File: src/text_video_macros.svh
`ifndef TEXT_VIDEO_MACROS_SVH
`define TEXT_VIDEO_MACROS_SVH

// video memory, one byte per address
`define VRAM_ADDR_W 17
`define VRAM_DEPTH  131072

// one scanline: 80 columns of 8 pixels
`define LINE_PIXELS 640
`define PIX_ADDR_W  10
`define MAX_COLS    80
`define COL_W       7

`define PAL_DEPTH   256   // rgb565 entries

`define APB_ADDR_W  8

`endif
File: src/video_render_pkg.sv
`default_nettype none

`include "text_video_macros.svh"

package video_render_pkg;

   // per column walk of the fetcher
   typedef enum logic [2:0] {
      FETCH_IDLE,
      FETCH_CHAR,    // two cycles, address then data
      FETCH_ATTR,    // two cycles, address then data
      FETCH_FONT,    // font address cycle
      FETCH_EMIT,    // font data, group goes out
      FETCH_DONE
   } fetch_state_e;

   typedef logic [`VRAM_ADDR_W-1:0] vram_addr_t;
   typedef logic [15:0] color565_t;   // r[15:11] g[10:5] b[4:0]
   typedef logic [7:0]  pal_index_t;
   typedef logic [3:0]  nibble_t;     // fg or bg color of one cell

endpackage

`default_nettype wire

File: src/char_line_fetch.sv
`timescale 1ns/1ps
`default_nettype none

`include "text_video_macros.svh"

module char_line_fetch (
   input  logic                         sys_clk,
   input  logic                         arst_n,
   input  logic                         start,
   input  logic [2:0]                   start_scan,
   input  video_render_pkg::vram_addr_t text_base,
   input  video_render_pkg::vram_addr_t attr_base,
   input  logic [7:0]                   charset_base,
   input  logic [`COL_W-1:0]            num_cols,
   input  logic [7:0]                   vram_rdata,
   output logic                         busy,
   output video_render_pkg::vram_addr_t vram_raddr,
   output logic                         grp_we,
   output logic [`COL_W-1:0]            grp_col,
   output logic [7:0]                   grp_bits,
   output video_render_pkg::nibble_t    grp_fg,
   output video_render_pkg::nibble_t    grp_bg,
   output logic                         line_done
);
   import video_render_pkg::*;

   fetch_state_e     state;
   logic             step;    // 0 address cycle, 1 data cycle
   logic [`COL_W-1:0] col;
   logic [2:0]       scan;
   logic [7:0]       char_q;
   logic [7:0]       attr_q;
   logic [6:0]       font_page;
   vram_addr_t       font_addr;
   logic             last_col;

   assign last_col = col + 1'b1 >= num_cols;

   // codes 128..255 spill into the next 1 KiB charset page
   assign font_page = charset_base[6:0] + {6'd0, char_q[7]};
   assign font_addr = {font_page, char_q[6:0], scan};

   always_comb begin
      case (state)
         FETCH_ATTR:             vram_raddr = attr_base + vram_addr_t'(col);
         FETCH_FONT, FETCH_EMIT: vram_raddr = font_addr;
         default:                vram_raddr = text_base + vram_addr_t'(col);
      endcase
   end

   always_ff @(posedge sys_clk or negedge arst_n) begin
      if (!arst_n) begin
         state     <= FETCH_IDLE;
         step      <= 1'b0;
         col       <= '0;
         busy      <= 1'b0;
         grp_we    <= 1'b0;
         line_done <= 1'b0;
      end else begin
         grp_we    <= 1'b0;
         line_done <= 1'b0;
         case (state)
            FETCH_IDLE: begin
               if (start) begin
                  busy  <= 1'b1;
                  col   <= '0;
                  step  <= 1'b0;
                  state <= FETCH_CHAR;
               end
            end
            FETCH_CHAR: begin
               step <= ~step;
               if (step) state <= FETCH_ATTR;
            end
            FETCH_ATTR: begin
               step <= ~step;
               if (step) state <= FETCH_FONT;
            end
            FETCH_FONT: state <= FETCH_EMIT;
            FETCH_EMIT: begin
               grp_we <= 1'b1;
               if (last_col) begin
                  state <= FETCH_DONE;
               end else begin
                  col   <= col + 1'b1;
                  state <= FETCH_CHAR;
               end
            end
            FETCH_DONE: begin
               line_done <= 1'b1;
               busy      <= 1'b0;
               state     <= FETCH_IDLE;
            end
            default: state <= FETCH_IDLE;
         endcase
      end
   end

   always_ff @(posedge sys_clk) begin
      if (state == FETCH_IDLE && start) scan <= start_scan;   // held for the whole line
      if (state == FETCH_CHAR && step) char_q <= vram_rdata;
      if (state == FETCH_ATTR && step) attr_q <= vram_rdata;
      if (state == FETCH_EMIT) begin
         grp_bits <= vram_rdata;
         grp_fg   <= attr_q[3:0];
         grp_bg   <= attr_q[7:4];
         grp_col  <= col;
      end
   end

endmodule

`default_nettype wire

File: config.mk
export PLATFORM = sky130hd
export DESIGN_NAME = char_line_fetch
export DESIGN_NICKNAME = d
export VERILOG_FILES = /design/src/video_render_pkg.sv /design/src/char_line_fetch.sv
export VERILOG_INCLUDE_DIRS = /design/src
export SDC_FILE = /design/constraint.sdc
export NUM_CORES = 1
export LEC_CHECK = 0
export ABC_AREA = 1
export BUFFER_PORTS_ARGS = -buffer_cell sky130_fd_sc_hd__buf_4
export CAP_MARGIN = 20
export CORE_MARGIN = 3
export CORE_UTILIZATION = 45
export DETAILED_ROUTE_END_ITERATION = 8
export PLACE_DENSITY = 0.69
export SYNTH_ARGS = -nofsm -noshare
export SYNTH_HDL_FRONTEND = slang
export SYNTH_SLANG_ARGS = --single-unit
File: constraint.sdc
create_clock -name sys_clk -period 3.8 [get_ports sys_clk]
set_input_delay 0.19 -clock sys_clk [delete_from_list [all_inputs] [get_ports sys_clk]]
set_output_delay 0.19 -clock sys_clk [all_outputs]
set_load 0.02 [all_outputs]
==> results of run 1 <==
-- final cells by class --
class / count / area [sq um]
clock buffers: 5 / 68.8
clock inverters: 3 / 27.5
fillers: 637 / 2660
inverters: 44 / 169
multi-input cells: 254 / 1430
flip-flops and latches: 56 / 1610
well taps: 96 / 120
repair buffers: 108 / 813
-- power breakdown --
group	total, W	internal, W	switching [W]	leakage (nW)
sequential	0.000772	0.000733	0.0000388	0.579
clock	0.000339	0.000136	0.000204	0.0463
combinational	0.000869	0.000327	0.000541	1.45
-- worst paths after layout --
kind / start / slack [ns] / to / cells after the start
min: start_scan[2] / 0.05 / scan[2]$_DFFE_PP_ / 1
max in group asynchronous: arst_n / 3.36 / busy$_DFFE_PN0P_ / 2
min in group asynchronous: arst_n / 0.26 / col[6]$_DFFE_PN0P_ / 2
max: state[2]$_DFFE_PN0P_ / 0.31 / vram_raddr[8] / 14
max reg2reg: col[1]$_DFFE_PN0P_ / 0.84 / col[0]$_DFFE_PN0P_ / 14
min reg2reg: attr_q[5]$_DFFE_PP_ / 0.43 / grp_bg[1]$_DFFE_PP_ / 0
-- flip-flops by register name, indices dropped and copies added, names as in the netlist, 3 cells and up --
register  count
state         3
grp_fg        4
grp_bits      8
col           7
char_q        8
scan          3
grp_bg        4
attr_q        8
grp_col       7
-- Yosys cell counts (all sizes together), types with 2 or more instances --
cell type    n  area, sq um
a21oi        7         35.0
buf          6         36.3
dfrtp       14          350
edfxtp      42         1260
ha          18          225
inv         44          165
mux2         7         78.8
nand2      103          409
nand3       39          200
nand4        8         50.1
nor2        28          125
nor3         4         20.0
o21ai       19         95.1
or2          2         12.5
xnor2        5         43.8
xor2         8         70.1
-- kinds of logic (layout without fill, tap and decap cells) --
family          count (synthesis)  in the layout
fa+ha+maj                      19             19
mux                             7              7
flops                          56             56
xor+xnor                       13             13
compound gates                 30             30
simple gates                  185            185
buf+inv                        51            160
-- metrics by stage --
step,setup slack (ns),instances
2_1_floorplan,0.690,361
6_report,0.309,566
4_1_cts,0.171,566
5_1_grt,0.0591,566
3_5_place_dp,0.524,557
3_3_place_gp,0.544,557
-- repair_timing --
action | 4_1_cts | 5_1_grt
hold buffers | 1 | 0
setup endpoints to repair | 0 | 9
resized for setup | 0 | 3
endpoints found under the hold margin | 14 | 0
-- metal layers --
metal,GRT usage [%],vias to the layer above,share of wire [%]
li1,-,1415,-
met1,25.0,1259,45
met2,33.7,91,47
met3,5.00,8,6.9
met4,4.27,0,0.97
met5,0,-,0
-- critical path, cell delays in order, from the launching register on --
cell and delay [ns]:
dfrtp_1 0.44, clkinvlp_4 0.28, nand3_4 0.22, buf_4 0.23
mux2_2 0.40, fa_1 0.43, nand2_1 0.08, nand2_1 0.06
nand3_1 0.07, nand2_1 0.08, nand3_1 0.09, nand2_2 0.13
xor2_1 0.18, o21ai_0 0.15, buf_4 0.16
==> summary.md, run 1 <==
| Metric | Value |
|---|---|
| Relative slew slack | 32.9% |
| Total Neg Setup Slack | 0 ns |
| Number of flops mapped to enable cells by yosys | 42 |
| CP max FO | 14 |
| Max Fclk | 286 MHz |
| Clock Pin Slew Worst Setup and Hold Paths | 0.10 ns |
| Tcrit/Tclk final | 91.9% |
| Area Growth Syn to Fin | 31.0% |
| Worst Hold Class | input pin to flip-flop |
| Worst-Skew Late Latency | 0.31 ns |
| Die H | 90.9 um |
| Post-layout util | 61.4% |
| Combinational family with the most area after synthesis | simple AND/OR/NAND/NOR gates |
| Xor-xnor portion of the synthesized cell area | 3.51% |
| Final total power | 0.00198 W |
| DP HPWL | 5990 um |
| Area of the mapped netlist | 3240 sq um |
| Max-slew violations | 0 |
| Post-synthesis async set-or-reset flop share | 25.0% |
| Full die area | 8260 sq um |
| Status | complete, no violations |
| Antenna violation net count after detailed routing | 0 |
| Drt wl/cell | 13.7 um |
| Hold Worst Slack | 0.0485 ns |
| Simple-gate share of the synthesized area | 25.4% |
| Clock buffer depth | 2 |
| Pre-Repair DR Iteration Count | 4 |
| Count of cell types in the netlist | 30 |
| Data required, critical path | 3.61 ns |
| Syn Inst Count | 361 |
| Syn Area/Cell | 8.98 sq um |
| Core area | 6910 sq um |
| Leak | 2.08 nW |
| Startpoint Class | flip-flop |
| RSZ-0062 raised after global routing | false |
| Port Buffers | 104 |
| Global-route wire length before repair | 13000 um |
| Most frequent cells in the layout | buf_4, nand2_1, edfxtp_1 |
| Final WL | 7730 um |
| CTS sink cnt | 56 |
| Root buf cell | clkbuf_8 |
| Final worst path period need | 3.49 ns |
| CTS tree | built |
| Post-CTS Setup Bufs | 0 |
| Gpl congestion | 0.911 |
| Syn nets | 443 |
| Fin nets | 551 |
| Starting density of the core | 46.9% |
| DIE WIDTH | 90.9 um |
| Worst VDD drop | 0.265 mV |
| Largest net degree at the start of global routing | 27 |
| Initial antenna violation count | 0 |
| Mux cell area share after synthesis | 2.43% |
| CP Data Arrival Time | 3.30 ns |
| Rows | 30 |
| MaxCap Viol Count | 0 |
| Vias in the first global route | 2744 |
| Post-route design area | 4240 sq um |
| Yosys Warn Count | 0 |
| Layout cells sized above 1 | 30.4% |
| Commonest non-fill, non-tap cell in the layout | buf_4 |
| CTS buffer count | 5 |
| Final Hold Viols | 0 |
| Remaining Overflow, GRT | 0 |
| Setup Crit Path Kind | flip-flop to primary output |
| Main synth FF type | edfxtp_1 |
| Worst Clk Skew | 0.00592 ns |
| Power Dens Cells | 467 nW/um^2 |
| Vias per cell | 4.90 |
| Worst Tran Pin Value | 1.00 ns |
| Cell Area, Placed | 4120 sq um |
| 1st-iter DRT viols | 105 |
| # IOs | 106 |
| Yosys reg bits | 56 |
| N_diodes | 0 |
| DR DRC count | 0 |
| Overall Global Routing Usage | 19.6% |
| Vias | 2773 |
| Sequential share of the synthesized area | 49.7% |
| Complex-gate fraction of the synthesized area | 5.02% |
| CTS H-tree lvls | 2 |
| Post-synthesis adder-cell area fraction | 7.57% |
| Worst Setup End Kind | primary output |
| Count of final setup violators | 0 |
Note: power is estimated with default switching activity, not from simulation.
==> run 2: changes to the inputs <==
ABC_AREA = default   (was 1)
==> summary.md, run 2 <==
| Metric | Value |
|---|---|
| Overall Global Routing Usage | 19.2% |
| Worst-Skew Late Latency | 0.31 ns |
| Post-CTS Setup Bufs | 0 |
| Setup Crit Path Kind | flip-flop to primary output |
| Pre-Repair DR Iteration Count | 4 |
| Clock buffer depth | 2 |
| Status | complete, no violations |
| Starting density of the core | 47.0% |
| Core area | 6870 sq um |
| Worst Setup End Kind | primary output |
| Max Fclk | 282 MHz |
| Top cell by count, worst path | nand2_1 |
| Most frequent cells in the layout | buf_4, nand2_1, edfxtp_1 |
| CTS buffer count | 5 |
| Port Buffers | 104 |
| Tcrit/Tclk final | 93.2% |
| Commonest non-fill, non-tap cell in the layout | buf_4 |
| Post-layout util | 61.4% |
| Cell Int Power | 0.00129 W |
| Layout cells sized above 1 | 31.7% |
| Clock share of power | 15.3% |
| Antenna violation net count after detailed routing | 0 |
| Vias | 2670 |
| Drt wl/cell | 15.9 um |
| Syn Area/Cell | 10.8 sq um |
| Hold Worst Slack | 0.0491 ns |
| Yosys Warn Count | 0 |
| Max-slew violations | 0 |
| Rows | 30 |
| Gpl congestion | 0.916 |
| Worst VDD drop | 0.279 mV |
| N_diodes | 0 |
| Area of the mapped netlist | 3230 sq um |
| Worst Hold Class | input pin to flip-flop |
| Top-area cell type share of the netlist area | 39.0% |
| CP Data Arrival Time | 3.35 ns |
| DR DRC count | 0 |
| MaxCap Viol Count | 0 |
| Initial antenna violation count | 0 |
| Crit path cell chain | or3b_4 > nand2_1 > nand2_1 > ha_1 > fa_1 > a21o_1 > a21oi_2 > o21ai_2 > nand2_1 > xnor2_1 > a211o_1 > buf_4 |
| Commonest cells in the netlist | nand2_1, edfxtp_1, ha_1, nand3_1, xnor2_1 |
| Sequential share of the synthesized area | 49.9% |
| Clock Pin Slew Worst Setup and Hold Paths | 0.10 ns |
| DP HPWL | 6090 um |
| # IOs | 106 |
| Count of final setup violators | 0 |
| Area contributors post-synth | edfxtp_1, dfrtp_1, ha_1, nand2_1, xnor2_1 |
| Largest net degree at the start of global routing | 26 |
| Crit-path max cell delay | 0.56 ns |
| Top Registers | attr_q (8), char_q (8), grp_bits (8) |
| Yosys reg bits | 56 |
| Sw frac | 38.5% |
| Seq pwr share | 39.2% |
| Root buf cell | clkbuf_8 |
| Startpoint Class | flip-flop |
| Fin nets | 488 |
| Relative slew slack | 52.9% |
| Vias per cell | 5.31 |
| Syn nets | 381 |
| Remaining Overflow, GRT | 0 |
| Number of flops mapped to enable cells by yosys | 42 |
| Final total power | 0.00210 W |
| Count of cell types in the netlist | 47 |
| Final WL | 7980 um |
| Global-route wire length before repair | 12700 um |
| Data required, critical path | 3.61 ns |
| RSZ-0062 raised after global routing | false |
| Leak | 1.91 nW |
| Switch Pwr | 0.000808 W |
| Vias in the first global route | 2636 |
| Power share of the combinational group | 45.5% |
| Largest area contributor in the netlist | edfxtp_1 |
| Pre-CTS setup slack | 0.415 ns |
| Area Growth Syn to Fin | 30.5% |
| CTS tree | built |
| Main synth FF type | edfxtp_1 |
| Worst Slack Setup Final | 0.258 ns |
| Total Neg Setup Slack | 0 ns |
| CP max FO | 11 |
| Critical-path top delay cell | dfrtp_1 |
| Final worst path period need | 3.54 ns |
| Top-count cell post-synth | nand2_1 |
| Full die area | 8230 sq um |
| Worst Clk Skew | 0.00710 ns |
| DIE WIDTH | 90.7 um |
| Post-synthesis async set-or-reset flop share | 25.0% |
| CTS sink cnt | 56 |
| 1st-iter DRT viols | 114 |
| Worst Tran Pin Value | 0.704 ns |
| Syn Inst Count | 299 |
| Die H | 90.7 um |
| CTS H-tree lvls | 2 |
| Power Dens Cells | 498 nW/um^2 |
| Final Hold Viols | 0 |
run 2: cell types whose count changed after synthesis, sizes merged, moves of 4 or more:
| cell | change |
|---|---|
| xnor2 | +13 |
| nand2 | -49 |
| nor3 | -4 |
| nand4 | -5 |
| a22o | +12 |
| inv | -35 |
| nand3 | -20 |
| mux2i | +11 |
| nor2 | -17 |
run 2: layout make-up:
cell class / count / area (sq um)
fillers: 590 / 2650
flip-flops and latches: 56 / 1610
multi-input cells: 225 / 1550
repair buffers: 109 / 821
well taps: 96 / 120
clock buffers: 6 / 72.6
inverters: 9 / 33.8
clock inverters: 2 / 13.8
run 2: power by group through the flow:
stage                     Combinational (W)  Sequential, W  Clock, W
after floorplan                    0.000577       0.000843         0
after detailed placement           0.000955       0.000828         0
after global routing                0.00104       0.000833  0.000350
final                              0.000955       0.000823  0.000321
after CTS                          0.000959       0.000815  0.000328
after global placement             0.000944       0.000821         0
run 2: path summary, 6_finish.rpt:
| check | startpoint | endpoint | slack (ns) | cells after the start |
|---|---|---|---|---|
| max | state[1]$_DFFE_PN0P_ | vram_raddr[8] | 0.26 | 12 |
| min | start_scan[2] | scan[2]$_DFFE_PP_ | 0.05 | 1 |
| max reg2reg | col[1]$_DFFE_PN0P_ | col[0]$_DFFE_PN0P_ | 0.69 | 11 |
| min reg2reg | attr_q[1]$_DFFE_PP_ | grp_fg[1]$_DFFE_PP_ | 0.43 | 0 |
| max in group asynchronous | arst_n | step$_DFFE_PN0P_ | 3.37 | 2 |
| min in group asynchronous | arst_n | col[0]$_DFFE_PN0P_ | 0.25 | 2 |
run 2: critical path, delay by kind of cell (launching register included):
family,cells,cell delay [ns]
flip-flops,1,0.56
AO/OA/AOI/OAI,4,0.85
buffers and inverters,1,0.16
XOR/XNOR,1,0.06
adder cells (fa/ha/maj),2,0.62
AND/OR/NAND/NOR,4,0.78
run 2: stage by stage:
stage / cell area (sq um) / instances
2_1_floorplan: 3230 / 299
3_3_place_gp: 4110 / 493
3_5_place_dp: 4110 / 493
4_1_cts: 4200 / 502
5_1_grt: 4220 / 503
6_report: 4220 / 503
run 2: cells by family (layout without fill, tap and decap cells):
kind of cell               after synthesis  count (layout)  synth area share (%)
adders and majority gates               19              19                  7.59
DFF                                     56              56                  49.9
muxes                                   15              15                  5.19
AOI/OAI and AO/OA                       57              57                  11.6
and+or+nand+nor                        110             111                  16.5
xor gates and xnor gates                23              23                  6.23
buffers and inverters                   19             126                  2.98
run 2: timing repair:
action                     4_1_cts  5_1_grt
resized for setup                0        2
setup endpoints to repair        0        5
hold endpoints to repair        14        0
hold buffers                     1        0
run 2: routing by layer:
metal | part of all wire (%) | global-route usage [%] | vias up
li1 | - | - | 1303
met3 | 6.6 | 4.08 | 8
met4 | 1.3 | 5.99 | 0
met5 | 0 | 0 | -
met1 | 42 | 23.3 | 1267
met2 | 50 | 33.9 | 92
==> run 3: changes to the inputs <==
CTS_BUF_LIST = sky130_fd_sc_hd__clkbuf_4   (was default)
==> summary.md, run 3 (synthesis results as in run 2) <==
| Metric | Value |
|---|---|
| DIE WIDTH | 90.7 um |
| Worst setup startpoint | state[0]$_DFFE_PN0P_ |
| Die H | 90.7 um |
| Drt wl/cell | 15.7 um |
| Largest net degree at the start of global routing | 26 |
| Final Instance Count excl. Fillers | 514 |
| Clock Pin Slew Worst Setup and Hold Paths | 0.16 ns |
| Worst VDD drop | 0.281 mV |
| Post-CTS Setup Bufs | 0 |
| Gpl congestion | 0.916 |
| Final Hold Viols | 0 |
| Root buf cell | clkbuf_4 |
| CP Data Arrival Time | 3.36 ns |
| CTS buffer count | 5 |
| Starting density of the core | 47.0% |
| Worst r2r src | col[1]$_DFFE_PN0P_ |
| Worst reg-to-reg setup slack | 0.69 ns |
| Worst Slack Setup Final | 0.248 ns |
| N_diodes | 0 |
| Fin nets | 499 |
| Global-route wire length before repair | 13000 um |
| DP HPWL | 6090 um |
| Worst-Skew Late Latency | 0.38 ns |
| Leak | 1.95 nW |
| Worst Clk Skew | 0.0148 ns |
| Worst Hold Class | input pin to flip-flop |
| # IOs | 106 |
| MaxCap Viol Count | 0 |
| Pre-Repair DR Iteration Count | 4 |
| Power Dens Cells | 477 nW/um^2 |
| RSZ-0062 raised after global routing | false |
| Top cell by count, worst path | nand2_1 |
| DR DRC count | 0 |
| Overall Global Routing Usage | 19.8% |
| CTS sink cnt | 56 |
| Remaining Overflow, GRT | 0 |
| CTS tree | built |
| Commonest non-fill, non-tap cell in the layout | buf_4 |
| Placed insts | 493 |
| Pre-CTS setup slack | 0.415 ns |
| Core area | 6870 sq um |
| Most frequent cells in the layout | buf_4, nand2_1, edfxtp_1 |
| Max Fclk | 282 MHz |
| Vias per cell | 5.27 |
| Startpoint Class | flip-flop |
| Critical-path top delay cell | dfrtp_2 |
| Status | complete, no violations |
| Vias | 2708 |
| Worst Setup End Kind | primary output |
| Vias in the first global route | 2658 |
| Data required, critical path | 3.61 ns |
| Full die area | 8230 sq um |
| Rows | 30 |
| Hold_sp | start |
| Clock buffer depth | 2 |
| Tcrit/Tclk final | 93.5% |
| Count of final setup violators | 0 |
| Total Neg Setup Slack | 0 ns |
| Hold Worst Slack | 0.0696 ns |
| CP max FO | 11 |
| CTS H-tree lvls | 2 |
| Top Registers | attr_q (8), char_q (8), grp_bits (8) |
| 1st-iter DRT viols | 130 |
| Relative slew slack | 52.3% |
| Setup Crit Path Kind | flip-flop to primary output |
| Final worst path period need | 3.55 ns |
| Port Buffers | 104 |
| Antenna violation net count after detailed routing | 0 |
| Crit-path max cell delay | 0.52 ns |
| Crit path cell chain | or3b_4 > nand2_1 > nand2_1 > ha_1 > fa_1 > a21o_1 > a21oi_2 > o21ai_2 > nand2_1 > xnor2_1 > a211o_1 > buf_4 |
| Final WL | 8070 um |
| Filler cells | 577 |
| Worst Tran Pin Value | 0.713 ns |
| Area Growth Syn to Fin | 33.1% |
| Initial antenna violation count | 0 |
| Max-slew violations | 0 |
| Layout cells sized above 1 | 31.6% |
-- run 3: timing repair --
item,4_1_cts,5_1_grt
hold buffers,12,0
gates cloned,1,0
hold endpoints to repair,38,0
endpoints found under the setup margin,2,4
resized for setup,2,2
-- run 3: layer usage --
layer | track usage (%) | vias up | wire length (um)
met2 | 35.6 | 106 | 4110
met5 | 0 | - | 0
li1 | - | 1328 | -
met4 | 4.85 | 0 | 76
met1 | 24.1 | 1268 | 3360
met3 | 4.25 | 6 | 517
-- run 3: where the power goes --
part	internal (W)	switching [W]	total, W
clock	0.0000817	0.000181	0.000263
combinational	0.000407	0.000557	0.000964
sequential	0.000761	0.0000639	0.000825
-- run 3: worst paths after layout --
path,to,depth (start not counted)
setup / recovery,vram_raddr[8],12
hold / removal,state[0]$_DFFE_PN0P_,3
setup reg to reg,col[3]$_DFFE_PN0P_,11
hold reg to reg,grp_fg[1]$_DFFE_PP_,0
max in group asynchronous,state[1]$_DFFE_PN0P_,2
min in group asynchronous,col[0]$_DFFE_PN0P_,2
-- run 3: area by class of cell --
| cell class | instances | area, sq um | share of cell area, % |
|---|---|---|---|
| Inverter | 9 | 33.8 | 0.785 |
| Clock buffer | 6 | 45.0 | 1.05 |
| Tap cell | 96 | 120 | 2.79 |
| Sequential cell | 56 | 1610 | 37.5 |
| Clock inverter | 2 | 13.8 | 0.320 |
| Timing Repair Buffer | 120 | 931 | 21.6 |
| Multi-Input combinational cell | 225 | 1550 | 35.9 |
-- run 3: metrics by stage --
stage | total power, W | utilization, % | area [sq um]
4_1_cts | 0.00207 | 62.5 | 4300
6_report | 0.00205 | 62.6 | 4300
2_1_floorplan | 0.00142 | - | 3230
3_5_place_dp | 0.00178 | 59.8 | 4110
3_3_place_gp | 0.00176 | 59.8 | 4110
5_1_grt | 0.00218 | 62.6 | 4300
-- run 3: worst max-delay path, delay by kind of cell, from the launching register on --
kind / cells / cell delay [ns]
xor gates and xnor gates: 1 / 0.06
buffers and inverters: 1 / 0.16
DFF: 1 / 0.52
AOI/OAI and AO/OA: 4 / 0.86
and+or+nand+nor: 4 / 0.75
adders and majority gates: 2 / 0.62
