--- config.mk ---
export PLATFORM = sky130hd
export DESIGN_NAME = apb_reg_file
export DESIGN_NICKNAME = d
export VERILOG_FILES = /design/src/video_render_pkg.sv /design/src/video_regs_pkg.sv /design/src/apb_reg_file.sv
export VERILOG_INCLUDE_DIRS = /design/src
export SDC_FILE = /design/constraint.sdc
export NUM_CORES = 1
export LEC_CHECK = 0
export ABC_AREA = 1
export BUFFER_PORTS_ARGS = -buffer_cell sky130_fd_sc_hd__buf_2
export CAP_MARGIN = 20
export CORE_MARGIN = 3
export CORE_UTILIZATION = 47
export DETAILED_ROUTE_END_ITERATION = 8
export GPL_TIMING_DRIVEN = 0
export PLACE_DENSITY = 0.69
export SYNTH_ARGS = -nofsm -noshare
export SYNTH_HDL_FRONTEND = slang
export SYNTH_SLANG_ARGS = --single-unit
--- constraint.sdc ---
create_clock -name sys_clk -period 2.65 [get_ports sys_clk]
set_clock_uncertainty 0.1 [all_clocks]
set_input_delay 0.53 -clock sys_clk [delete_from_list [all_inputs] [get_ports sys_clk]]
set_output_delay 0.53 -clock sys_clk [all_outputs]
set_load 0.02 [all_outputs]
--- src/text_video_macros.svh ---
`ifndef TEXT_VIDEO_MACROS_SVH
`define TEXT_VIDEO_MACROS_SVH

// video memory, one byte per address
`define VRAM_ADDR_W 17
`define VRAM_DEPTH  131072

// one scanline: 80 columns of 8 pixels
`define LINE_PIXELS 640
`define PIX_ADDR_W  10
`define MAX_COLS    80
`define COL_W       7

`define PAL_DEPTH   256   // rgb565 entries

`define APB_ADDR_W  8

`endif
--- src/video_render_pkg.sv ---
`default_nettype none

`include "text_video_macros.svh"

package video_render_pkg;

   // per column walk of the fetcher
   typedef enum logic [2:0] {
      FETCH_IDLE,
      FETCH_CHAR,    // two cycles, address then data
      FETCH_ATTR,    // two cycles, address then data
      FETCH_FONT,    // font address cycle
      FETCH_EMIT,    // font data, group goes out
      FETCH_DONE
   } fetch_state_e;

   typedef logic [`VRAM_ADDR_W-1:0] vram_addr_t;
   typedef logic [15:0] color565_t;   // r[15:11] g[10:5] b[4:0]
   typedef logic [7:0]  pal_index_t;
   typedef logic [3:0]  nibble_t;     // fg or bg color of one cell

endpackage

`default_nettype wire

--- src/video_regs_pkg.sv ---
`default_nettype none

package video_regs_pkg;

   // cpu register map, byte wide registers
   typedef enum logic [7:0] {
      REG_TEXT_LO   = 8'h00,
      REG_TEXT_MID  = 8'h01,
      REG_TEXT_HI   = 8'h02,   // bit 0 only
      REG_ATTR_LO   = 8'h03,
      REG_ATTR_MID  = 8'h04,
      REG_ATTR_HI   = 8'h05,
      REG_CHARSET   = 8'h06,
      REG_COLS      = 8'h07,
      REG_PAL_INDEX = 8'h08,
      REG_PAL_DATA  = 8'h09,   // low byte then high byte
      REG_VADDR_LO  = 8'h0a,
      REG_VADDR_MID = 8'h0b,
      REG_VADDR_HI  = 8'h0c,
      REG_VDATA     = 8'h0d,   // write bumps the vram address
      REG_START     = 8'h10,   // wdata[2:0] is the font scanline
      REG_STATUS    = 8'h11    // bit 0 busy
   } reg_addr_e;

   typedef enum logic [1:0] {PAL_IDLE, PAL_LO, PAL_HI, PAL_COMMIT} pal_wr_state_e;

endpackage

`default_nettype wire

--- src/apb_reg_file.sv ---
`timescale 1ns/1ps
`default_nettype none

`include "text_video_macros.svh"

module apb_reg_file (
   input  logic                         sys_clk,
   input  logic                         arst_n,
   input  logic                         psel,
   input  logic                         penable,
   input  logic                         pwrite,
   input  logic [`APB_ADDR_W-1:0]       paddr,
   input  logic [7:0]                   pwdata,
   input  logic                         busy,
   output logic [7:0]                   prdata,
   output logic                         pready,
   output video_render_pkg::vram_addr_t text_base,
   output video_render_pkg::vram_addr_t attr_base,
   output logic [7:0]                   charset_base,
   output logic [`COL_W-1:0]            num_cols,
   output logic                         start,
   output logic [2:0]                   start_scan,
   output logic                         vram_we,
   output video_render_pkg::vram_addr_t vram_waddr,
   output logic [7:0]                   vram_wdata,
   output logic                         pal_we,
   output video_render_pkg::pal_index_t pal_waddr,
   output video_render_pkg::color565_t  pal_wdata
);
   import video_regs_pkg::*;
   import video_render_pkg::*;

   pal_wr_state_e pal_state;
   pal_index_t    pal_index;
   color565_t     pal_value;
   vram_addr_t    vaddr;
   logic [7:0]    cols_wr;
   logic          wr_access;
   logic          wr_vdata;
   logic          wr_start;
   logic          wr_pal_data;

   assign pready      = 1'b1;   // no wait states
   assign wr_access   = psel & penable & pwrite;
   assign wr_vdata    = wr_access && paddr == REG_VDATA;
   assign wr_start    = wr_access && paddr == REG_START && !busy;   // dropped while rendering
   assign wr_pal_data = wr_access && paddr == REG_PAL_DATA;

   // column count kept in 1..80
   assign cols_wr = (pwdata == 8'd0) ? 8'd1 :
                    (pwdata > 8'(`MAX_COLS)) ? 8'(`MAX_COLS) : pwdata;

   always_ff @(posedge sys_clk or negedge arst_n) begin
      if (!arst_n) begin
         text_base    <= '0;
         attr_base    <= '0;
         charset_base <= '0;
         num_cols     <= {{(`COL_W-1){1'b0}}, 1'b1};
         vaddr        <= '0;
         pal_index    <= '0;
         pal_state    <= PAL_IDLE;
         vram_we      <= 1'b0;
         pal_we       <= 1'b0;
         start        <= 1'b0;
      end else begin
         vram_we <= wr_vdata;
         start   <= wr_start;
         pal_we  <= pal_state == PAL_COMMIT;
         if (pal_state == PAL_COMMIT) begin
            pal_index <= pal_index + 1'b1;   // next color lands in the next entry
            pal_state <= PAL_LO;
         end
         if (wr_access) begin
            case (paddr)
               REG_TEXT_LO:   text_base[7:0]  <= pwdata;
               REG_TEXT_MID:  text_base[15:8] <= pwdata;
               REG_TEXT_HI:   text_base[16]   <= pwdata[0];
               REG_ATTR_LO:   attr_base[7:0]  <= pwdata;
               REG_ATTR_MID:  attr_base[15:8] <= pwdata;
               REG_ATTR_HI:   attr_base[16]   <= pwdata[0];
               REG_CHARSET:   charset_base    <= pwdata;
               REG_COLS:      num_cols        <= cols_wr[`COL_W-1:0];
               REG_PAL_INDEX: begin
                  pal_index <= pwdata;
                  pal_state <= PAL_LO;
               end
               REG_PAL_DATA: begin
                  if (pal_state == PAL_LO) pal_state <= PAL_HI;
                  else if (pal_state == PAL_HI) pal_state <= PAL_COMMIT;
               end
               REG_VADDR_LO:  vaddr[7:0]  <= pwdata;
               REG_VADDR_MID: vaddr[15:8] <= pwdata;
               REG_VADDR_HI:  vaddr[16]   <= pwdata[0];
               REG_VDATA:     vaddr       <= vaddr + 1'b1;
               default: ;
            endcase
         end
      end
   end

   always_ff @(posedge sys_clk) begin
      if (wr_vdata) begin
         vram_waddr <= vaddr;
         vram_wdata <= pwdata;
      end
      if (wr_start) start_scan <= pwdata[2:0];
      if (wr_pal_data && pal_state == PAL_LO) pal_value[7:0]  <= pwdata;
      if (wr_pal_data && pal_state == PAL_HI) pal_value[15:8] <= pwdata;
      if (pal_state == PAL_COMMIT) begin
         pal_waddr <= pal_index;
         pal_wdata <= pal_value;
      end
   end

   always_comb begin
      case (paddr)
         REG_TEXT_LO:   prdata = text_base[7:0];
         REG_TEXT_MID:  prdata = text_base[15:8];
         REG_TEXT_HI:   prdata = {7'b0, text_base[16]};
         REG_ATTR_LO:   prdata = attr_base[7:0];
         REG_ATTR_MID:  prdata = attr_base[15:8];
         REG_ATTR_HI:   prdata = {7'b0, attr_base[16]};
         REG_CHARSET:   prdata = charset_base;
         REG_COLS:      prdata = 8'(num_cols);
         REG_PAL_INDEX: prdata = pal_index;
         REG_VADDR_LO:  prdata = vaddr[7:0];
         REG_VADDR_MID: prdata = vaddr[15:8];
         REG_VADDR_HI:  prdata = {7'b0, vaddr[16]};
         REG_STATUS:    prdata = {7'b0, busy};
         default:       prdata = 8'h00;
      endcase
   end

endmodule

`default_nettype wire

==> summary.md, run 1 <==
| Metric | Value |
|---|---|
| R2R depth | 6 |
| Clock buffer depth | 2 |
| Relative slew slack | 39.6% |
| DP Area | just under 8000 µm² |
| Worst-path clk slew | 0.06 ns |
| Area grow syn2layout | 23.2% |
| CORE AREA | roughly 14,000 µm² |
| Final ANT Viol Nets | 0 |
| Status | finished clean |
| Starting DRT DRC Count | about 520 |
| Drt total wl | 18,600 µm |
| Row count | 43 |
| Pin count of the biggest net entering global routing | 45 |
| Fraction of registers with async set or reset after synthesis | around 54% |
| Synth top cells by count | 216 x nand2_1, 78 x dfrtp_1, 72 x nor2_1 |
| Antenna Cells | 0 |
| Vias in the first global route | 5,222 |
| Leakage | 0.00396 µW |
| Drt drc | 0 |
| Num ports | 135 |
| Synth top area share | 29.9% |
| Avg Synthesized Cell Area | about 9.5 µm² |
| Worst EP arrival | 1.96 ns |
| WHS Path Cells | 2 |
| Synth warn | 0 |
| Setup TNS | 0 ns |
| Post-synthesis cell area | about 6800 µm² |
| Max-cap violations | 0 |
| Yosys cell types | 38 |
| Total gr overflow | 0 |
| RePlAce Congestion | 0.943 |
| Total Nets Final | 909 |
| Die Area | about 16,000 µm² |
| CTS tree | done |
| Post-DR vias/cell | 5.26 |
| VDD IR-drop max | 0.406 mV |
| Synth area leader | edfxtp_1 |
| Non-Filler Cell Area, Final | 8420 µm² |
| Worst Tran Pin Value | between 0.8 and 0.9 ns |
| Die Span Y | around 130 µm |
| Post-Synthesis Cells | 722 |
| Port Buffers | 133 |
| Post-route clock period utilization | 97.6% |
| Initial antenna violation count | 1 |
| Most frequent cell after synthesis | nand2_1 |
| Global router's overall resource usage | 23.6% |
| Die width | approximately 130 µm |
| Tmin final | 2.59 ns |
| CTS root buf | clkbuf_16 |
| Startpoint Class | input pin |
| Final setup violation count | 0 |
| FMAX | 387 MHz |
| Slew Limit Fails | 0 |
| Final Util | 60.0% |
| Worst slack at placement | -0.159 ns |
| CP endpoint kind | output pin |
| Number of synthesized flops with an enable pin | 68 |
| DR pass1 iterations | 5 |
| Comb power frac | 4.9% |
| Proportion of layout cells with a drive suffix above 1 | 27.2% |
| Int Pwr | roughly 3700 µW |
| Syn Nets | 750 |
| Post-synthesis sequential element count | 147 |
| Largest fanout on the critical path | 10 |
| Post-synthesis sequential area ratio | between 50% and 60% |
| Clock Latency Late Sink | 0.43 ns |
| Sequential share of power | 49.6% |
| Drt wl/cell | around 17 µm |
| Ys flop type | dfrtp_1 |
| H-tree levels | 4 |
| Clk sinks | 147 |
| NetSw | ~1200 µW |
| Clk pwr share | 45.4% |
| Setup ws final | 0.0649 ns |
| Largest cells by area after synthesis | edfxtp_1 30%, dfrtp_1 29%, nand2_1 12% |
| Cell Pwr Density | between 500 and 600 nW/µm² |
| Initial Util | between 40% and 50% |
| DR vias | 5,651 |
| Crit path required time | roughly 2.0 ns |
| Kind of critical path | in -> out |
| Global-route wire length before repair | 28,800 µm |
| Net Sw Frac | 24.8% |
| Post-DP HPWL | 13,700 µm |
| CTS buffer count | 17 |
| RSZ-0062 raised after global routing | yes |
| Final Hold Violating Endpoints | 0 |
| HP Class | in -> reg |
-- power by group through the flow --
stage	Clock, µW	Sequential [µW]	Combinational [µW]
2_1_floorplan	0	2490	107
3_3_place_gp	0	2480	226
3_5_place_dp	0	2480	234
4_1_cts	2280	2440	239
5_1_grt	2380	2440	265
6_report	2230	2440	241
-- worst paths after layout --
kind | startpoint | endpoint | slack (ns)
max | paddr[7] | prdata[2] | 0.06
min | busy | start$_DFF_PN0_ | 0.27
max reg2reg | pal_state[0]$_DFF_PN0_ | pal_index[5]$_DFF_PN0_ | 0.61
min reg2reg | pal_value[3]$_DFFE_PP_ | pal_wdata[3]$_DFFE_PP_ | 0.32
max in group asynchronous | arst_n | text_base[4]$_DFFE_PN0P_ | 1.36
min in group asynchronous | arst_n | vaddr[5]$_DFFE_PN0P_ | 0.51
-- state kept, by name, indices dropped and copies added, names as in the netlist --
signal and count:
attr_base 17, charset_base 8, num_cols 7, pal_index 8, pal_state 2, pal_value 16
pal_waddr 8, pal_wdata 16, pal_we 1, start 1, start_scan 3, text_base 17
vaddr 17, vram_waddr 17, vram_wdata 8, vram_we 1
-- timing repair --
item                       in CTS  in global routing
resized for setup               6                  6
setup endpoints to repair       8                  7
hold endpoints to repair       34                  0
buffers inserted                3                  0
gates cloned                    0                  0
hold buffers                    1                  0
pin swaps                       1                  0
-- worst max-delay path, stage by stage --
cell and delay, ns:
buf_2 0.10, nor2_1 0.12, nand2_2 0.11, buf_6 0.19
nor2_4 0.14, nand2_1 0.11, inv_1 0.12, nand2_1 0.09
o21ai_1 0.11, nor2_1 0.07, nand2_1 0.09, buf_2 0.17
-- layout make-up --
type / count / area [µm²]
Fill cell: 1219 / 5620
Sequential cell: 147 / 4020
Multi-Input combinational cell: 499 / 2500
Timing Repair Buffer: 140 / 783
Clock buffer: 18 / 429
Inverter: 67 / 259
Tap cell: 180 / 225
Clock inverter: 14 / 116
Buffer: 9 / 85.1
-- per-stage QoR --
stage	power, µW	std cells	hold slack [ns]
after floorplan	2590	722	0.134
after global placement	2710	1035	0.301
after detailed placement	2720	1037	0.305
after CTS	4960	1073	0.251
after global routing	5090	1074	0.267
final	4920	1074	0.270
-- layout by cell type (no fill, tap or decap), types with 2 or more instances in the layout --
master,count
nand4_1,7
inv_1,58
nor2_1,71
clkinv_2,4
o21ai_2,16
o21ai_1,23
nor2_4,9
inv_2,6
ha_1,6
a31oi_1,2
o21ai_0,34
xnor2_1,3
a21oi_1,13
buf_4,5
edfxtp_1,68
clkinv_4,2
buf_6,6
inv_8,2
inv_6,8
buf_16,3
nand3b_1,3
nor3_1,5
nand3_1,52
nor2_8,3
nand2_2,15
dfrtp_1,78
nand2_4,3
clkbuf_16,17
o21bai_1,2
nor3_2,4
buf_2,134
nand2_1,214
xor2_1,6
-- kinds of logic (layout without fill, tap and decap cells) --
| group | after synthesis | count (layout) | share of synthesized area [%] |
|---|---|---|---|
| AO/OA/AOI/OAI | 94 | 94 | 8.02 |
| XOR/XNOR | 9 | 9 | 1.15 |
| adder cells (fa/ha/maj) | 6 | 6 | 1.10 |
| buffers and inverters | 76 | 248 | 5.04 |
| flip-flops | 147 | 147 | 58.8 |
| other | 1 | 1 | 0.0549 |
| AND/OR/NAND/NOR | 389 | 389 | 25.8 |
-- per-layer routing --
layer | GRT usage (%) | wire length [µm] | vias to the layer above
met5 | 0 | 7 | -
met4 | 12.0 | 679 | 2
met3 | 6.82 | 1530 | 43
met2 | 34.7 | 8350 | 255
met1 | 32.1 | 8030 | 2641
li1 | - | - | 2710
(Power assumes the default switching activity.)
==> run 2: changes to the inputs <==
--- a/config.mk
+++ b/config.mk
@@ -9,11 +9,13 @@
 export ABC_AREA = 1
 export BUFFER_PORTS_ARGS = -buffer_cell sky130_fd_sc_hd__buf_2
 export CAP_MARGIN = 20
+export CELL_PAD_IN_SITES_DETAIL_PLACEMENT = 1
+export CELL_PAD_IN_SITES_GLOBAL_PLACEMENT = 1
 export CORE_MARGIN = 3
-export CORE_UTILIZATION = 47
+export CORE_UTILIZATION = 42
 export DETAILED_ROUTE_END_ITERATION = 8
 export GPL_TIMING_DRIVEN = 0
-export PLACE_DENSITY = 0.69
+export PLACE_DENSITY = 0.79
 export SYNTH_ARGS = -nofsm -noshare
 export SYNTH_HDL_FRONTEND = slang
 export SYNTH_SLANG_ARGS = --single-unit
==> run 2 against run 1 <==
  * Cell area rose by 2.0%
  * Via count rose by 3.5%
  * Count of clock-buffer cells in the layout decreased by 1
  * Power is 7.6% higher
  * Routed wire length increased by 22%
  * Clock power increased by 16%
  * Combinational power increased by 6%
  * Largest power group is now the clock network
==> summary.md, run 2 (same netlist as run 1, synthesis figures left out) <==
| Metric | Value |
|---|---|
| Commonest non-fill, non-tap cell in the layout | nand2_1 |
| Pin count of the biggest net entering global routing | 47 |
| Worst slack at placement | -0.253 ns |
| Final Hold Violating Endpoints | 0 |
| Total gr overflow | 0 |
| Die width | 134 µm |
| Critical Path, Cell by Cell | buf_2 > nor2_4 > inv_2 > nor3_2 > nand2_1 > nand3_1 > nor2_1 > nand2_1 > buf_2 |
| Die Area | 17,800 µm² |
| Worst Tran Pin Value | 0.779 ns |
| Cell Pwr Density | 616 nW/µm² |
| CORE AREA | 15,500 µm² |
| Most frequent cells in the layout | 213 x nand2_1, 134 x buf_2, 78 x dfrtp_1, 69 x nor2_1, 68 x edfxtp_1 |
| Drt wl/cell | 20.5 µm |
| CP endpoint kind | output pin |
| Slew Limit Fails | 0 |
| Global-route wire length before repair | 35,800 µm |
| Total Power | 5290 µW |
| Proportion of layout cells with a drive suffix above 1 | 28.2% |
| Non-Filler Cell Area, Final | 8590 µm² |
| H-tree levels | 4 |
| Post-DR vias/cell | 5.29 |
| Final ANT Viol Nets | 0 |
| RePlAce Congestion | 0.912 |
| Post-DP HPWL | ~17,000 µm |
| CTS root buf | clkbuf_16 |
| Crit-path max cell delay | between 0.3 and 0.4 ns |
| Drt drc | 0 |
| Max-cap violations | 0 |
| Largest fanout on the critical path | 9 |
| Area grow syn2layout | 25.7% |
| Post-route clock period utilization | a little over nine tenths |
| Kind of critical path | in -> out |
| Crit path required time | 2.02 ns |
| DR vias | 5,846 |
| DR pass1 iterations | 4 |
| Worst-path clk slew | 0.07 ns |
| Final setup violation count | 0 |
| Clock Latency Late Sink | roughly 0.43 ns |
| Starting DRT DRC Count | ~440 |
| Initial antenna violation count | 0 |
| CTS buffer count | 17 |
| VDD IR-drop max | 0.449 mV |
| DP Area | 7810 µm² |
| Tmin final | between 2 and 3 ns |
| Startpoint Class | input pin |
| Leakage | 0.00403 µW |
| Clk sinks | 147 |
| Drt total wl | 22,600 µm |
| Row count | 45 |
| Clock buffer depth | 2 |
| Setup TNS | 0 ns |
| Vias in the first global route | 6,280 |
| Worst hold margin | 0.301 ns |
| HP Class | in -> reg |
| Num ports | between 100 and 150 |
| FMAX | approximately 380 MHz |
| Setup ws final | ~0.035 ns |
| Global router's overall resource usage | 26.3% |
| Die Span Y | around 130 µm |
| Total Nets Final | between 900 and 1,000 |
| CTS tree | done |
| Antenna Cells | 0 |
| Worst EP arrival | 1.98 ns |
| Port Buffers | 133 |
| Status | finished clean |
| Slowest stage cell on the critical path | nor3_2 |
| Relative slew slack | 47.9% |
| Initial Util | 44.0% |
-- run 2: cell count changes in the layout (fill, tap and decap cells not counted), sizes merged --
cell      change
buf           +1
bufinv        +3
clkbuf        -1
clkinv        +3
clkinvlp      -1
inv           -4
-- run 2: where the power goes --
group	switching [µW]	internal (µW)
registers	36.0	2410
clock network	1060	1530
logic	192	64.3
-- run 2: per-layer routing --
layer | GRT usage, % | vias up | routed length, µm
li1 | - | 2706 | -
met1 | 33.4 | 2926 | 9690
met2 | 45.7 | 177 | 11300
met3 | 4.65 | 37 | 1080
met4 | 8.69 | 0 | 536
met5 | 0 | - | 0
-- run 2: layout make-up --
cell class	instances	area [µm²]
buffer	9	88.8
clock buffer	17	425
clock inverter	15	218
fill	1829	6950
inverter	67	259
multi-input combinational	499	2530
sequential	147	4020
tap	211	264
timing repair buffer	141	778
-- run 2: timing repair --
item / in CTS / in global routing
pin swaps: 1 / 1
setup endpoints to repair: 8 / 7
resized for setup: 16 / 7
setup buffers: 1 / 2
endpoints found under the hold margin: 33 / 0
hold buffers: 1 / 0
-- run 2: final timing paths --
check                                              from                      end  slack (ns)  depth (start not counted)
worst min-delay path                          pwdata[7]  vram_wdata[7]$_DFFE_PP_        0.30                          1
min in group asynchronous                        arst_n        vram_we$_DFF_PN0_        0.50                          2
worst max register to register   pal_state[0]$_DFF_PN0_   pal_index[5]$_DFF_PN0_        0.44                          6
worst min register to register  pal_value[13]$_DFFE_PP_  pal_wdata[13]$_DFFE_PP_        0.32                          0
worst max-delay path                           paddr[1]                prdata[3]        0.04                          9
max in group asynchronous                        arst_n  num_cols[0]$_DFFE_PN1P_        1.27                          3
-- run 2: worst max-delay path, delay by kind of cell --
| kind | cells | cell delay [ns] |
|---|---|---|
| simple gates | 6 | 1.01 |
| buf+inv | 3 | 0.43 |
-- run 2: stage by stage --
step	cells	util [%]
2_1_floorplan	722	-
3_3_place_gp	1066	50.0
3_5_place_dp	1068	50.2
4_1_cts	1102	54.9
5_1_grt	1106	55.3
6_report	1106	55.3
==> run 3: changes to the inputs <==
--- a/config.mk
+++ b/config.mk
@@ -9,13 +9,11 @@
 export ABC_AREA = 1
 export BUFFER_PORTS_ARGS = -buffer_cell sky130_fd_sc_hd__buf_2
 export CAP_MARGIN = 20
-export CELL_PAD_IN_SITES_DETAIL_PLACEMENT = 1
-export CELL_PAD_IN_SITES_GLOBAL_PLACEMENT = 1
 export CORE_MARGIN = 3
-export CORE_UTILIZATION = 42
+export CORE_UTILIZATION = 45
 export DETAILED_ROUTE_END_ITERATION = 8
 export GPL_TIMING_DRIVEN = 0
-export PLACE_DENSITY = 0.79
+export PLACE_DENSITY = 0.66
 export SYNTH_ARGS = -nofsm -noshare
 export SYNTH_HDL_FRONTEND = slang
 export SYNTH_SLANG_ARGS = --single-unit
==> run 3 against run 2 <==
  * Routed wire length fell by 17%
  * Final cell count fell by 2.6%
  * Worst setup slack improved by 0.059 ns
  * Cell area fell by 1.5%
  * Sequential power barely moved
  * Power fell by 6.4%
  * Non-clock buffer count fell by 2
  * Flip-flop and latch count did not move
  * Core utilization rose by 2.3 points
  * Count of clock-buffer cells in the layout did not move
  * First-iteration DRC count fell by 6.4%
==> summary.md, run 3 (same netlist as run 1, synthesis figures left out) <==
| Metric | Value |
|---|---|
| Status | finished clean |
| Starting DRT DRC Count | 407 |
| Crit-path max cell delay | 0.20 ns |
| H-tree levels | 4 |
| Drt drc | 0 |
| R2R depth | 6 |
| Post-DP HPWL | ~14,000 µm |
| Num ports | around 140 |
| Global router's overall resource usage | 22.9% |
| Tmin final | 2.56 ns |
| Cell family contributing the most delay on the critical path | simple AND/OR/NAND/NOR gates |
| Area grow syn2layout | 23.8% |
| VDD IR-drop max | roughly 0.40 mV |
| HP Class | in -> reg |
| FMAX | 391 MHz |
| Max-cap violations | 0 |
| Drt wl/cell | 17.4 µm |
| Placed Cells | 1,042 |
| CTS buffer count | 17 |
| Clock Latency Late Sink | ~0.43 ns |
| CTS tree | done |
| Total Nets Final | 908 |
| Slowest stage cell on the critical path | o22ai_1 |
| Die Span Y | 129 µm |
| Proportion of layout cells with a drive suffix above 1 | between 20% and 30% |
| DR vias | roughly 5,600 |
| Vias in the first global route | 5,189 |
| Crit path required time | 2.02 ns |
| Post-route clock period utilization | 96.4% |
| Pin count of the biggest net entering global routing | 45 |
| Port Buffers | 133 |
| CP endpoint kind | output pin |
| Drt total wl | around 19,000 µm |
| CORE AREA | ~15,000 µm² |
| Worst-path clk slew | 0.06 ns |
| Critical Path, Cell by Cell | buf_2 > nor2_1 > nand2_2 > buf_12 > nor2_8 > nand2_4 > o22ai_1 > nor2_1 > nand2_1 > buf_2 |
| Final Hold Violating Endpoints | 0 |
| RSZ-0062 raised after global routing | no |
| Row count | 44 |
| Non-Filler Cell Area, Final | 8460 µm² |
| Clk sinks | about 150 |
| Worst R2R End | pal_index[5]$_DFF_PN0_ |
| Worst EP arrival | 1.93 ns |
| Flop-to-flop setup slack | 0.60 ns |
| Initial antenna violation count | 2 |
| Die Area | 16,700 µm² |
| Total Power | approximately 5000 µW |
| Final ANT Viol Nets | 0 |
| Startpoint Class | input pin |
| Slew Limit Fails | 0 |
| FF-to-FF Start | pal_state[0]$_DFF_PN0_ |
| Total gr overflow | 0 |
| Non-filler cells, final | 1,077 |
| CP Capture Point | prdata[7] |
| Final setup violation count | 0 |
| Largest fanout on the critical path | 10 |
| Initial Util | 46.5% |
| Cell Pwr Density | 585 nW/µm² |
| RePlAce Congestion | 0.975 |
| Most frequent cells in the layout | 214 x nand2_1, 134 x buf_2, 78 x dfrtp_1, 71 x nor2_1, 68 x edfxtp_1 |
| CP Buf/Inv Count | 3 |
| Worst Tran Pin Value | 0.964 ns |
| Clock buffer depth | 2 |
| Worst Setup SP | paddr[5] |
| Final Util | 57.5% |
| Die width | 129 µm |
| Leakage | around 0.0040 µW |
| Post-DR vias/cell | 5.19 |
| Commonest non-fill, non-tap cell in the layout | nand2_1 |
| Global-route wire length before repair | 28,700 µm |
| Relative slew slack | 35.1% |
| CTS root buf | clkbuf_16 |
| Kind of critical path | in -> out |
| Antenna Cells | 0 |
| DR pass1 iterations | 5 |
| CP Depth | 10 |
| DP Area | 7810 µm² |
-- run 3: area by class of cell --
| type | instances | area (µm²) |
|---|---|---|
| fill | 1312 | 6240 |
| sequential | 147 | 4020 |
| multi-input combinational | 499 | 2510 |
| timing repair buffer | 139 | 776 |
| clock buffer | 17 | 425 |
| inverter | 67 | 259 |
| tap | 184 | 230 |
| clock inverter | 15 | 139 |
| buffer | 9 | 93.8 |
-- run 3: worst register-to-register path: cells and delay by family, from the launching register on --
family / cells / cell delay (ns)
adders and majority gates: 1 / 0.55
and+or+nand+nor: 2 / 0.46
DFF: 1 / 0.40
buffers and inverters: 1 / 0.19
xor gates and xnor gates: 1 / 0.15
AOI/OAI and AO/OA: 1 / 0.13
-- run 3: routing by layer --
| layer | up-vias | wire length, µm | global-route usage (%) |
|---|---|---|---|
| met5 | - | 20 | 0 |
| met3 | 42 | 1340 | 5.61 |
| met1 | 2627 | 8140 | 31.0 |
| met2 | 214 | 8660 | 35.3 |
| li1 | 2705 | - | - |
| met4 | 4 | 536 | 10.3 |
-- run 3: metrics by stage --
stage	worst slack (ns)	hold WS, ns	TNS [ns]
floorplan	0.373	0.134	0
global route	0.0112	0.280	0
CTS	0.00473	0.263	0
detailed placement	-0.102	0.305	-0.461
global placement	-0.182	0.303	-4.96
finish	0.0944	0.279	0
-- run 3: power breakdown --
group | internal [µW] | switching [µW] | leakage (µW)
logic | 63.8 | 179 | 0.00203
registers | 2410 | 33.8 | 0.00167
clock network | 1240 | 1030 | 0.000278
total | 3710 | 1240 | 0.00398
-- run 3: worst min-delay path by stage --
| stage | start | end | slack (ns) | cells past startpoint |
|---|---|---|---|---|
| detailed placement | pal_value[13]$_DFFE_PP_ | pal_wdata[13]$_DFFE_PP_ | 0.30 | 0 |
| CTS | pwdata[3] | pal_value[11]$_DFFE_PP_ | 0.26 | 1 |
| global route | pwdata[3] | pal_value[11]$_DFFE_PP_ | 0.28 | 1 |
| finish | pwdata[3] | pal_value[11]$_DFFE_PP_ | 0.28 | 1 |
| floorplan | arst_n | attr_base[0]$_DFFE_PN0P_ | 0.13 | 0 |
| global placement | pal_value[5]$_DFFE_PP_ | pal_wdata[5]$_DFFE_PP_ | 0.30 | 0 |
-- run 3: what timing repair did --
| item | 4_1_cts | 5_1_grt |
|---|---|---|
| gates resized for setup | 5 | 13 |
| setup buffers | 2 | 0 |
| endpoints found under the setup margin | 8 | 8 |
| hold endpoints to repair | 35 | 0 |
| pin swaps | 1 | 1 |
| hold buffers | 1 | 0 |
